<file path="src/rtl/fpm_macros.svh">
// ------------------------------------------------------------
// widths, step counts and interrupt pulse length for the
// floating-point exponent and sequencing unit
// ------------------------------------------------------------
`ifndef FPM_MACROS_SVH
`define FPM_MACROS_SVH

// 8 exponent bits plus two guard positions
`define FPM_EXP_W       10
`define FPM_FIC_W       6
// mantissa length, alignment limit
`define FPM_ALIGN_LIMIT 40

`define FPM_STEPS_MF    39
`define FPM_STEPS_DF    40
`define FPM_STEPS_MW    16
`define FPM_STEPS_DW    17

`define FPM_IRQ_TICKS   8

`endif

</file>
<file path="src/rtl/fpm_pkg.sv">
// ------------------------------------------------------------
// opcode encoding and decoded operation type
// ------------------------------------------------------------
package fpm_pkg;

	// top bit set means floating point
	typedef enum logic [2:0] {
		OP_AD = 3'd0,
		OP_SD = 3'd1,
		OP_MW = 3'd2,
		OP_DW = 3'd3,
		OP_AF = 3'd4,
		OP_SF = 3'd5,
		OP_MF = 3'd6,
		OP_DF = 3'd7
	} fp_opcode_e;

	// decoded operation, one-hot indexed by opcode value
	typedef struct packed {
		logic [7:0] onehot;
		logic       valid;
		logic       is_float;
		// af or sf
		logic       add_sub_float;
		// mf or mw
		logic       mul_float_word;
		// df or dw
		logic       div_float_word;
		// ad or sd
		logic       add_sub_fixed;
	} fp_op_t;

endpackage

</file>
<file path="src/rtl/exp_bus_if.sv">
// ------------------------------------------------------------
// adder results from the exponent path
// ------------------------------------------------------------
`timescale 1ns/1ps
`include "fpm_macros.svh"

interface exp_bus_if;

	logic [`FPM_EXP_W-1:0] sum;
	logic                  neg;
	// magnitude of sum at or above the alignment limit
	logic                  too_far;
	logic [`FPM_FIC_W-1:0] shift;
	logic [`FPM_EXP_W-1:0] d_ext;

	modport src (output sum, neg, too_far, shift, d_ext);

	modport dst (input sum, neg, too_far, shift, d_ext);

endinterface

</file>
<file path="src/rtl/align_flags.sv">
// ------------------------------------------------------------
// alignment flags g/wdt/wt, exponent range check and
// timed interrupt pulse
// ------------------------------------------------------------
`timescale 1ns/1ps
`include "fpm_macros.svh"

module align_flags
	import fpm_pkg::*;
(
	input  logic   clk_0_f,
	input  logic   _0_f,
	input  fp_op_t op,
	input  logic   align,
	input  logic   check,
	exp_bus_if.dst eb,
	output logic   g,
	output logic   wdt,
	output logic   wt,
	output logic   ovf,
	output logic   unf,
	output logic   irq
);

	localparam int IRQ_W = $clog2(`FPM_IRQ_TICKS + 1);
	localparam logic signed [`FPM_EXP_W-1:0] EXP_MAX = `FPM_EXP_W'(127);
	localparam logic signed [`FPM_EXP_W-1:0] EXP_MIN = `FPM_EXP_W'(-128);

	logic signed [`FPM_EXP_W-1:0] d_s;
	logic                         chk;
	logic [IRQ_W-1:0]             irq_cnt;

	// ------------------------------------------------------------
	// alignment flags, af/sf only
	// ------------------------------------------------------------
	always_ff @(posedge clk_0_f or posedge _0_f) begin
		if (_0_f) begin
			g   <= 1'b0;
			wdt <= 1'b0;
			wt  <= 1'b0;
		end else if (align && op.add_sub_float) begin
			g   <= eb.too_far;
			wdt <= eb.neg;
			// result stays in T when the other operand is far smaller
			wt  <= eb.too_far & ~eb.neg;
		end
	end

	// ------------------------------------------------------------
	// range check on the final exponent
	// ------------------------------------------------------------
	assign d_s = eb.d_ext;
	assign chk = check & op.is_float;
	assign ovf = chk & (d_s > EXP_MAX);
	assign unf = chk & (d_s < EXP_MIN);

	// pulse timer, restarted by each new detection
	always_ff @(posedge clk_0_f or posedge _0_f) begin
		if (_0_f) begin
			irq_cnt <= '0;
		end else if (ovf || unf) begin
			irq_cnt <= IRQ_W'(`FPM_IRQ_TICKS);
		end else if (irq_cnt != '0) begin
			irq_cnt <= irq_cnt - 1'b1;
		end
	end

	assign irq = (irq_cnt != '0);

	a_wt_g: assert property (
		@(posedge clk_0_f) disable iff (_0_f)
		wt |-> g
	);

endmodule

</file>
<file path="src/rtl/exp_path.sv">
// ------------------------------------------------------------
// exponent path: L mux, D and B registers, B bus modes,
// exponent adder and magnitude compare
// ------------------------------------------------------------
`timescale 1ns/1ps
`include "fpm_macros.svh"

module exp_path (
	input  logic       clk_0_f,
	input  logic       _0_f,
	input  logic [7:0] w,
	input  logic       sel_w,
	input  logic       load_d,
	input  logic       clr_d,
	input  logic       load_b,
	input  logic [1:0] b_mode,
	input  logic       carry_in,
	output logic [7:0] d,
	exp_bus_if.src     eb
);

	logic [`FPM_EXP_W-1:0] l_bus;
	logic [`FPM_EXP_W-1:0] d_q;
	logic [7:0]            b_q;
	logic [7:0]            b_bus;
	logic [`FPM_EXP_W-1:0] sum;
	logic [`FPM_EXP_W-1:0] mag;

	// L: operand byte sign-extended, or the adder
	assign l_bus = sel_w ? {{(`FPM_EXP_W-8){w[7]}}, w} : sum;

	// ------------------------------------------------------------
	// D and B registers
	// ------------------------------------------------------------
	always_ff @(posedge clk_0_f or posedge _0_f) begin
		if (_0_f) begin
			d_q <= '0;
		end else if (clr_d) begin
			d_q <= '0;
		end else if (load_d) begin
			d_q <= l_bus;
		end
	end

	always_ff @(posedge clk_0_f or posedge _0_f) begin
		if (_0_f) begin
			b_q <= '0;
		end else if (load_b) begin
			b_q <= d_q[7:0];
		end
	end

	// ------------------------------------------------------------
	// B bus and adder
	// ------------------------------------------------------------
	always_comb begin
		case (b_mode)
			2'd0: b_bus = ~b_q;
			2'd1: b_bus = b_q;
			2'd2: b_bus = 8'hff;
			default: b_bus = 8'h00;
		endcase
	end

	assign sum = {{(`FPM_EXP_W-8){b_bus[7]}}, b_bus} + d_q
		+ {{(`FPM_EXP_W-1){1'b0}}, carry_in};

	// magnitude of the difference for alignment
	assign mag = sum[`FPM_EXP_W-1] ? (~sum + 1'b1) : sum;

	assign eb.sum     = sum;
	assign eb.neg     = sum[`FPM_EXP_W-1];
	assign eb.too_far = (mag >= `FPM_EXP_W'(`FPM_ALIGN_LIMIT));
	assign eb.shift   = mag[`FPM_FIC_W-1:0];
	assign eb.d_ext   = d_q;

	assign d = d_q[7:0];

	a_clr_load: assert property (
		@(posedge clk_0_f) disable iff (_0_f)
		!(clr_d && load_d)
	);

endmodule

</file>
<file path="src/rtl/fp_op_reg.sv">
// ------------------------------------------------------------
// operation register and opcode decoder
// ------------------------------------------------------------
`timescale 1ns/1ps

module fp_op_reg
	import fpm_pkg::*;
(
	input  logic       clk_0_f,
	input  logic       _0_f,
	input  logic       start,
	input  fp_opcode_e ir,
	output fp_op_t     op
);

	fp_opcode_e opc_q;
	logic       valid_q;

	always_ff @(posedge clk_0_f or posedge _0_f) begin
		if (_0_f) begin
			opc_q   <= OP_AD;
			valid_q <= 1'b0;
		end else if (start) begin
			opc_q   <= ir;
			valid_q <= 1'b1;
		end
	end

	// decode from the stored opcode, all quiet until first start
	always_comb begin
		op.valid          = valid_q;
		op.onehot         = valid_q ? (8'b1 << opc_q) : 8'b0;
		op.is_float       = valid_q & opc_q[2];
		op.add_sub_float  = op.onehot[OP_AF] | op.onehot[OP_SF];
		op.mul_float_word = op.onehot[OP_MF] | op.onehot[OP_MW];
		op.div_float_word = op.onehot[OP_DF] | op.onehot[OP_DW];
		op.add_sub_fixed  = op.onehot[OP_AD] | op.onehot[OP_SD];
	end

	// exactly one operation selected while valid
	a_onehot: assert property (
		@(posedge clk_0_f) disable iff (_0_f)
		op.valid |-> $onehot(op.onehot)
	);

endmodule

</file>
<file path="src/rtl/fpm_top.sv">
// ------------------------------------------------------------
// top level of the exponent and sequencing unit
// ------------------------------------------------------------
`timescale 1ns/1ps

module fpm_top
	import fpm_pkg::*;
(
	input  logic       clk_0_f,
	input  logic       _0_f,
	input  logic       start,
	input  logic [2:0] ir,
	input  logic [7:0] w,
	input  logic       sel_w,
	input  logic       load_d,
	input  logic       clr_d,
	input  logic       load_b,
	input  logic [1:0] b_mode,
	input  logic       carry_in,
	input  logic       align,
	input  logic       md_start,
	input  logic       step,
	input  logic       check,
	output logic [7:0] d,
	output logic       is_float,
	output logic       g,
	output logic       wdt,
	output logic       wt,
	output logic       fic_zero,
	output logic       ovf,
	output logic       unf,
	output logic       irq
);

	fp_op_t op;

	exp_bus_if eb_i ();

	fp_op_reg op_reg_i (
		.clk_0_f (clk_0_f),
		._0_f    (_0_f),
		.start   (start),
		.ir      (fp_opcode_e'(ir)),
		.op      (op)
	);

	exp_path exp_path_i (
		.clk_0_f  (clk_0_f),
		._0_f     (_0_f),
		.w        (w),
		.sel_w    (sel_w),
		.load_d   (load_d),
		.clr_d    (clr_d),
		.load_b   (load_b),
		.b_mode   (b_mode),
		.carry_in (carry_in),
		.d        (d),
		.eb       (eb_i.src)
	);

	step_counter step_counter_i (
		.clk_0_f  (clk_0_f),
		._0_f     (_0_f),
		.op       (op),
		.align    (align),
		.md_start (md_start),
		.step     (step),
		.eb       (eb_i.dst),
		.fic_zero (fic_zero)
	);

	align_flags align_flags_i (
		.clk_0_f (clk_0_f),
		._0_f    (_0_f),
		.op      (op),
		.align   (align),
		.check   (check),
		.eb      (eb_i.dst),
		.g       (g),
		.wdt     (wdt),
		.wt      (wt),
		.ovf     (ovf),
		.unf     (unf),
		.irq     (irq)
	);

	assign is_float = op.is_float;

endmodule

</file>
<file path="src/rtl/step_counter.sv">
// ------------------------------------------------------------
// step counter for alignment shifts and mul/div steps
// ------------------------------------------------------------
`timescale 1ns/1ps
`include "fpm_macros.svh"

module step_counter
	import fpm_pkg::*;
(
	input  logic   clk_0_f,
	input  logic   _0_f,
	input  fp_op_t op,
	input  logic   align,
	input  logic   md_start,
	input  logic   step,
	exp_bus_if.dst eb,
	output logic   fic_zero
);

	localparam logic [`FPM_FIC_W-1:0] STEPS_MF = `FPM_FIC_W'(`FPM_STEPS_MF);
	localparam logic [`FPM_FIC_W-1:0] STEPS_DF = `FPM_FIC_W'(`FPM_STEPS_DF);
	localparam logic [`FPM_FIC_W-1:0] STEPS_MW = `FPM_FIC_W'(`FPM_STEPS_MW);
	localparam logic [`FPM_FIC_W-1:0] STEPS_DW = `FPM_FIC_W'(`FPM_STEPS_DW);

	logic [`FPM_FIC_W-1:0] cnt_q;
	logic [`FPM_FIC_W-1:0] load_val;
	logic                  load_align;
	logic                  load_md;

	assign load_align = align & op.add_sub_float;
	assign load_md    = md_start & (op.mul_float_word | op.div_float_word);

	// alignment shift first, zero when it cannot be aligned
	always_comb begin
		load_val = '0;
		if (load_align) begin
			load_val = eb.too_far ? '0 : eb.shift;
		end else if (op.onehot[OP_MF]) begin
			load_val = STEPS_MF;
		end else if (op.onehot[OP_DF]) begin
			load_val = STEPS_DF;
		end else if (op.onehot[OP_MW]) begin
			load_val = STEPS_MW;
		end else if (op.onehot[OP_DW]) begin
			load_val = STEPS_DW;
		end
	end

	always_ff @(posedge clk_0_f or posedge _0_f) begin
		if (_0_f) begin
			cnt_q <= '0;
		end else if (load_align || load_md) begin
			cnt_q <= load_val;
		end else if (step && cnt_q != '0) begin
			cnt_q <= cnt_q - 1'b1;
		end
	end

	assign fic_zero = (cnt_q == '0);

	// a step at zero holds, only a load leaves zero
	a_no_wrap: assert property (
		@(posedge clk_0_f) disable iff (_0_f)
		(fic_zero && !load_align && !load_md) |=> fic_zero
	);

endmodule

</file>
<file path="config.mk">
export PLATFORM = sky130hd
export DESIGN_NAME = fpm_top
export DESIGN_NICKNAME = d
export VERILOG_FILES = /design/src/rtl/fpm_pkg.sv /design/src/rtl/exp_bus_if.sv /design/src/rtl/align_flags.sv /design/src/rtl/exp_path.sv /design/src/rtl/fp_op_reg.sv /design/src/rtl/fpm_top.sv /design/src/rtl/step_counter.sv
export VERILOG_INCLUDE_DIRS = /design/src /design/src/rtl
export SDC_FILE = /design/constraint.sdc
export NUM_CORES = 1
export LEC_CHECK = 0
export BUFFER_PORTS_ARGS = -buffer_cell sky130_fd_sc_hd__buf_4
export CAP_MARGIN = 20
export CORE_MARGIN = 1.5
export CORE_UTILIZATION = 57
export CTS_CLUSTER_SIZE = 12
export DETAILED_ROUTE_END_ITERATION = 7
export GPL_TIMING_DRIVEN = 0
export PLACE_DENSITY = 0.86
export SLEW_MARGIN = 25
export SYNTH_ARGS = -nofsm -noshare
export SYNTH_HDL_FRONTEND = slang
export SYNTH_SLANG_ARGS = --single-unit
</file>
<file path="constraint.sdc">
create_clock -name clk_0_f -period 4 [get_ports clk_0_f]
set_input_delay 0.8 -clock clk_0_f [delete_from_list [all_inputs] [get_ports clk_0_f]]
set_output_delay 0.8 -clock clk_0_f [all_outputs]
set_load 0.03 [all_outputs]
</file>
==> results.json <==
{
  "critical_path_class": "primary input to flop",
  "post_cts_buffers": 0,
  "place_congestion": 0.860,
  "tns_ns": 0,
  "dp_cells": 387,
  "slowest_stage": "nor4b_1",
  "critPathLaunchType": "primary input",
  "grt_max_degree": 36,
  "port-buffer-count": 35,
  "drtIter0Drc": 202,
  "grt_pass1_vias": 2241,
  "pre_cts_slack_ns": 0.0772,
  "violations": "design-rule violations",
  "cts-resized-gates": 0,
  "total_power_mw": 1.56,
  "synth.avg_cell_area_sq_um": 8.99,
  "wirelength_um": 6230,
  "viasPerCell": 6.11,
  "ys_seq_area_frac": 0.325,
  "synth-edff-count": 0,
  "postSynth.asyncResetShare": 1.00,
  "clock.fmax_mhz": 271,
  "finClkSkew_ns": 0.0103,
  "syn-num-nets": 340,
  "setup_violations": 0,
  "start_util": 0.607,
  "slew_headroom": 0.489,
  "synthesis.area_sq_um": 2700,
  "final_common_cell": "buf_4",
  "cts_max_level": 2,
  "vias": 2412,
  "cts_hold_buf": 0,
  "critPathMaxFanout": 8,
  "final_util": 0.700,
  "core-area_sq_um": 4440,
  "critPathMaxStageDelay_ns": 0.55,
  "grt-ovfl-total": 0,
  "slew_violations": 0,
  "timing.final.ws_setup_ns": 0.308,
  "crit_arrival_ns": 3.90,
  "clk_root_buffer_cell": "clkbuf_8",
  "grt_pass1_wl_um": 10600,
  "leakage_nw": 1.42,
  "status": "finished, violations left",
  "ios": 41,
  "synth_area_leader_cell": "dfrtp_1",
  "rsz0062_at_grt": "no",
  "num_rows": 24,
  "final_cell_mix": "43 x buf_4, 35 x dfrtp_1, 28 x nor2_1",
  "layout-drive-gt1-share": 0.224,
  "worst_pin_slew_ns": 0.766,
  "power_density_nw_per_um2": 501,
  "clk_pin_slew_worst_paths_ns": 0.08,
  "wl_per_cell_um": 15.8,
  "ys_ff_latch": 35,
  "cts_made_buffers": 5,
  "finalHoldViolCount": 0,
  "finalNetCount": 382,
  "clkLatencyLatePin_ns": 0.30,
  "cts_buffer_depth": 2,
  "fin_crit_ns": 3.69,
  "die_w_um": 71.8,
  "critPathBufInv": 2,
  "firstDrtPassIters": 7,
  "ir_drop_uv": 402,
  "grt_antenna_before_repair": 0,
  "place_hpwl_um": 4660,
  "synthCells": 300,
  "drc_errors": 1,
  "path_cells": "buf_4, nor2b_1, xnor2_1, fa_1, inv_1, fa_1, nand2b_1, a21oi_1, xnor2_1, o211ai_1, nor4b_1, a32oi_2, o31ai_1",
  "die_h_um": 71.8,
  "end_kind": "flop",
  "area_delta_synth_final_pct": 15.3,
  "synth_warnings": 0,
  "synth_cell_types": 60,
  "hp-class": "flop to flop",
  "yosys-top-cells-area": "dfrtp_1 32%, ha_1 6.0%, xnor2_1 5.2%",
  "die_area_sq_um": 5150,
  "n_antenna_cell": 0,
  "cp_top_family": "simple AND/OR/NAND/NOR gates",
  "cp.required_ns": 4.21,
  "post-route-period-util": 0.923,
  "ant_nets": 0,
  "cts_tree": "done",
  "fin_cells": 395,
  "grtUsageTotal": 0.262,
  "max_cap_viol_count": 0,
  "cts_num_sinks": 35,
  "synth_top_area_frac": 0.325,
  "synth-main-ff-cell": "dfrtp_1"
}
sequential cells by signal, indices dropped and copies added (netlist names):
register               flops
op_reg_i.opc_q             3
align_flags_i.g            1
align_flags_i.irq_cnt      4
op_reg_i.valid_q           1
align_flags_i.wt           1
exp_path_i.eb.d_ext       10
align_flags_i.wdt          1
step_counter_i.cnt_q       6
exp_path_i.b_q             8
per-layer routing:
layer  vias to the layer above  wire (um)  global-route usage
met1                      1144       2810               0.373
li1                       1147          -                   -
met3                        12        435              0.0408
met4                         0         88              0.0755
met5                         -          0                   0
met2                       109       2900               0.416
path summary, 6_finish.rpt:
kind	from	to	slack, ns	cells after the start
worst max-delay path	b_mode[1]	step_counter_i.cnt_q[2]	0.31	13
worst max register to register	exp_path_i.b_q[0]	step_counter_i.cnt_q[2]	0.55	12
max in group asynchronous	_0_f	exp_path_i.b_q[5]	2.87	2
worst min-delay path	align_flags_i.wdt	align_flags_i.wdt	0.48	2
worst min register to register	align_flags_i.wdt	align_flags_i.wdt	0.48	2
min in group asynchronous	_0_f	exp_path_i.eb.d_ext[2]	0.64	2
synth_stat cells, types with 2 or more instances:
master and instances:
inv_1 15, and3b_1 2, o22ai_1 2, xnor2_1 16, buf_4 8, nor2b_1 8
clkbuf_1 7, a32oi_1 2, a21o_1 4, or3_1 2, xor2_1 6, a211oi_2 2
nor4b_1 2, fa_1 2, a211oi_1 6, nand2b_1 4, a21boi_1 2, buf_2 3
ha_1 13, and3_1 3, o211ai_1 9, o31ai_1 4, nor2_1 28, nor4_1 2
and2_1 3, or2_2 3, nand3_1 7, o21a_1 2, mux2i_1 2, nor3_1 8
o21ai_0 16, nor3b_1 3, dfrtp_1 35, a21oi_1 13, mux2_2 11, nand2_1 20
nand3b_1 2
kinds of logic (layout without fill, tap and decap cells):
kind of cell | after synthesis | after routing | synth area share
mux | 13 | 13 | 0.0534
xor+xnor | 23 | 23 | 0.0798
buf+inv | 35 | 78 | 0.0640
flops | 35 | 35 | 0.325
fa+ha+maj | 15 | 15 | 0.0752
simple gates | 104 | 104 | 0.207
compound gates | 75 | 75 | 0.195
worst min-delay path: stages, from the launching register on:
cell	delay (ns)
dfrtp_1	0.35
nand2_1	0.04
o21ai_0	0.06
metrics by stage:
stage	area [sq um]	hold WS, ns
after floorplan	2700	0.473
after global placement	3020	0.463
after detailed placement	3020	0.471
after CTS	3110	0.489
after global routing	3110	0.517
final	3110	0.482
report_power, final:
group,internal (mW),switching [mW]
registers,0.440,0.0738
logic,0.334,0.450
clock network,0.122,0.137
layout make-up:
cell class | instances | area [sq um]
Multi-Input combinational cell | 230 | 1650
Fill cell | 368 | 1340
Sequential cell | 35 | 876
Timing Repair Buffer | 35 | 263
Buffer | 20 | 116
Clock buffer | 6 | 72.6
Tap cell | 52 | 65.1
Inverter | 15 | 56.3
Clock inverter | 2 | 12.5
Note: power is estimated with default switching activity, not from simulation.
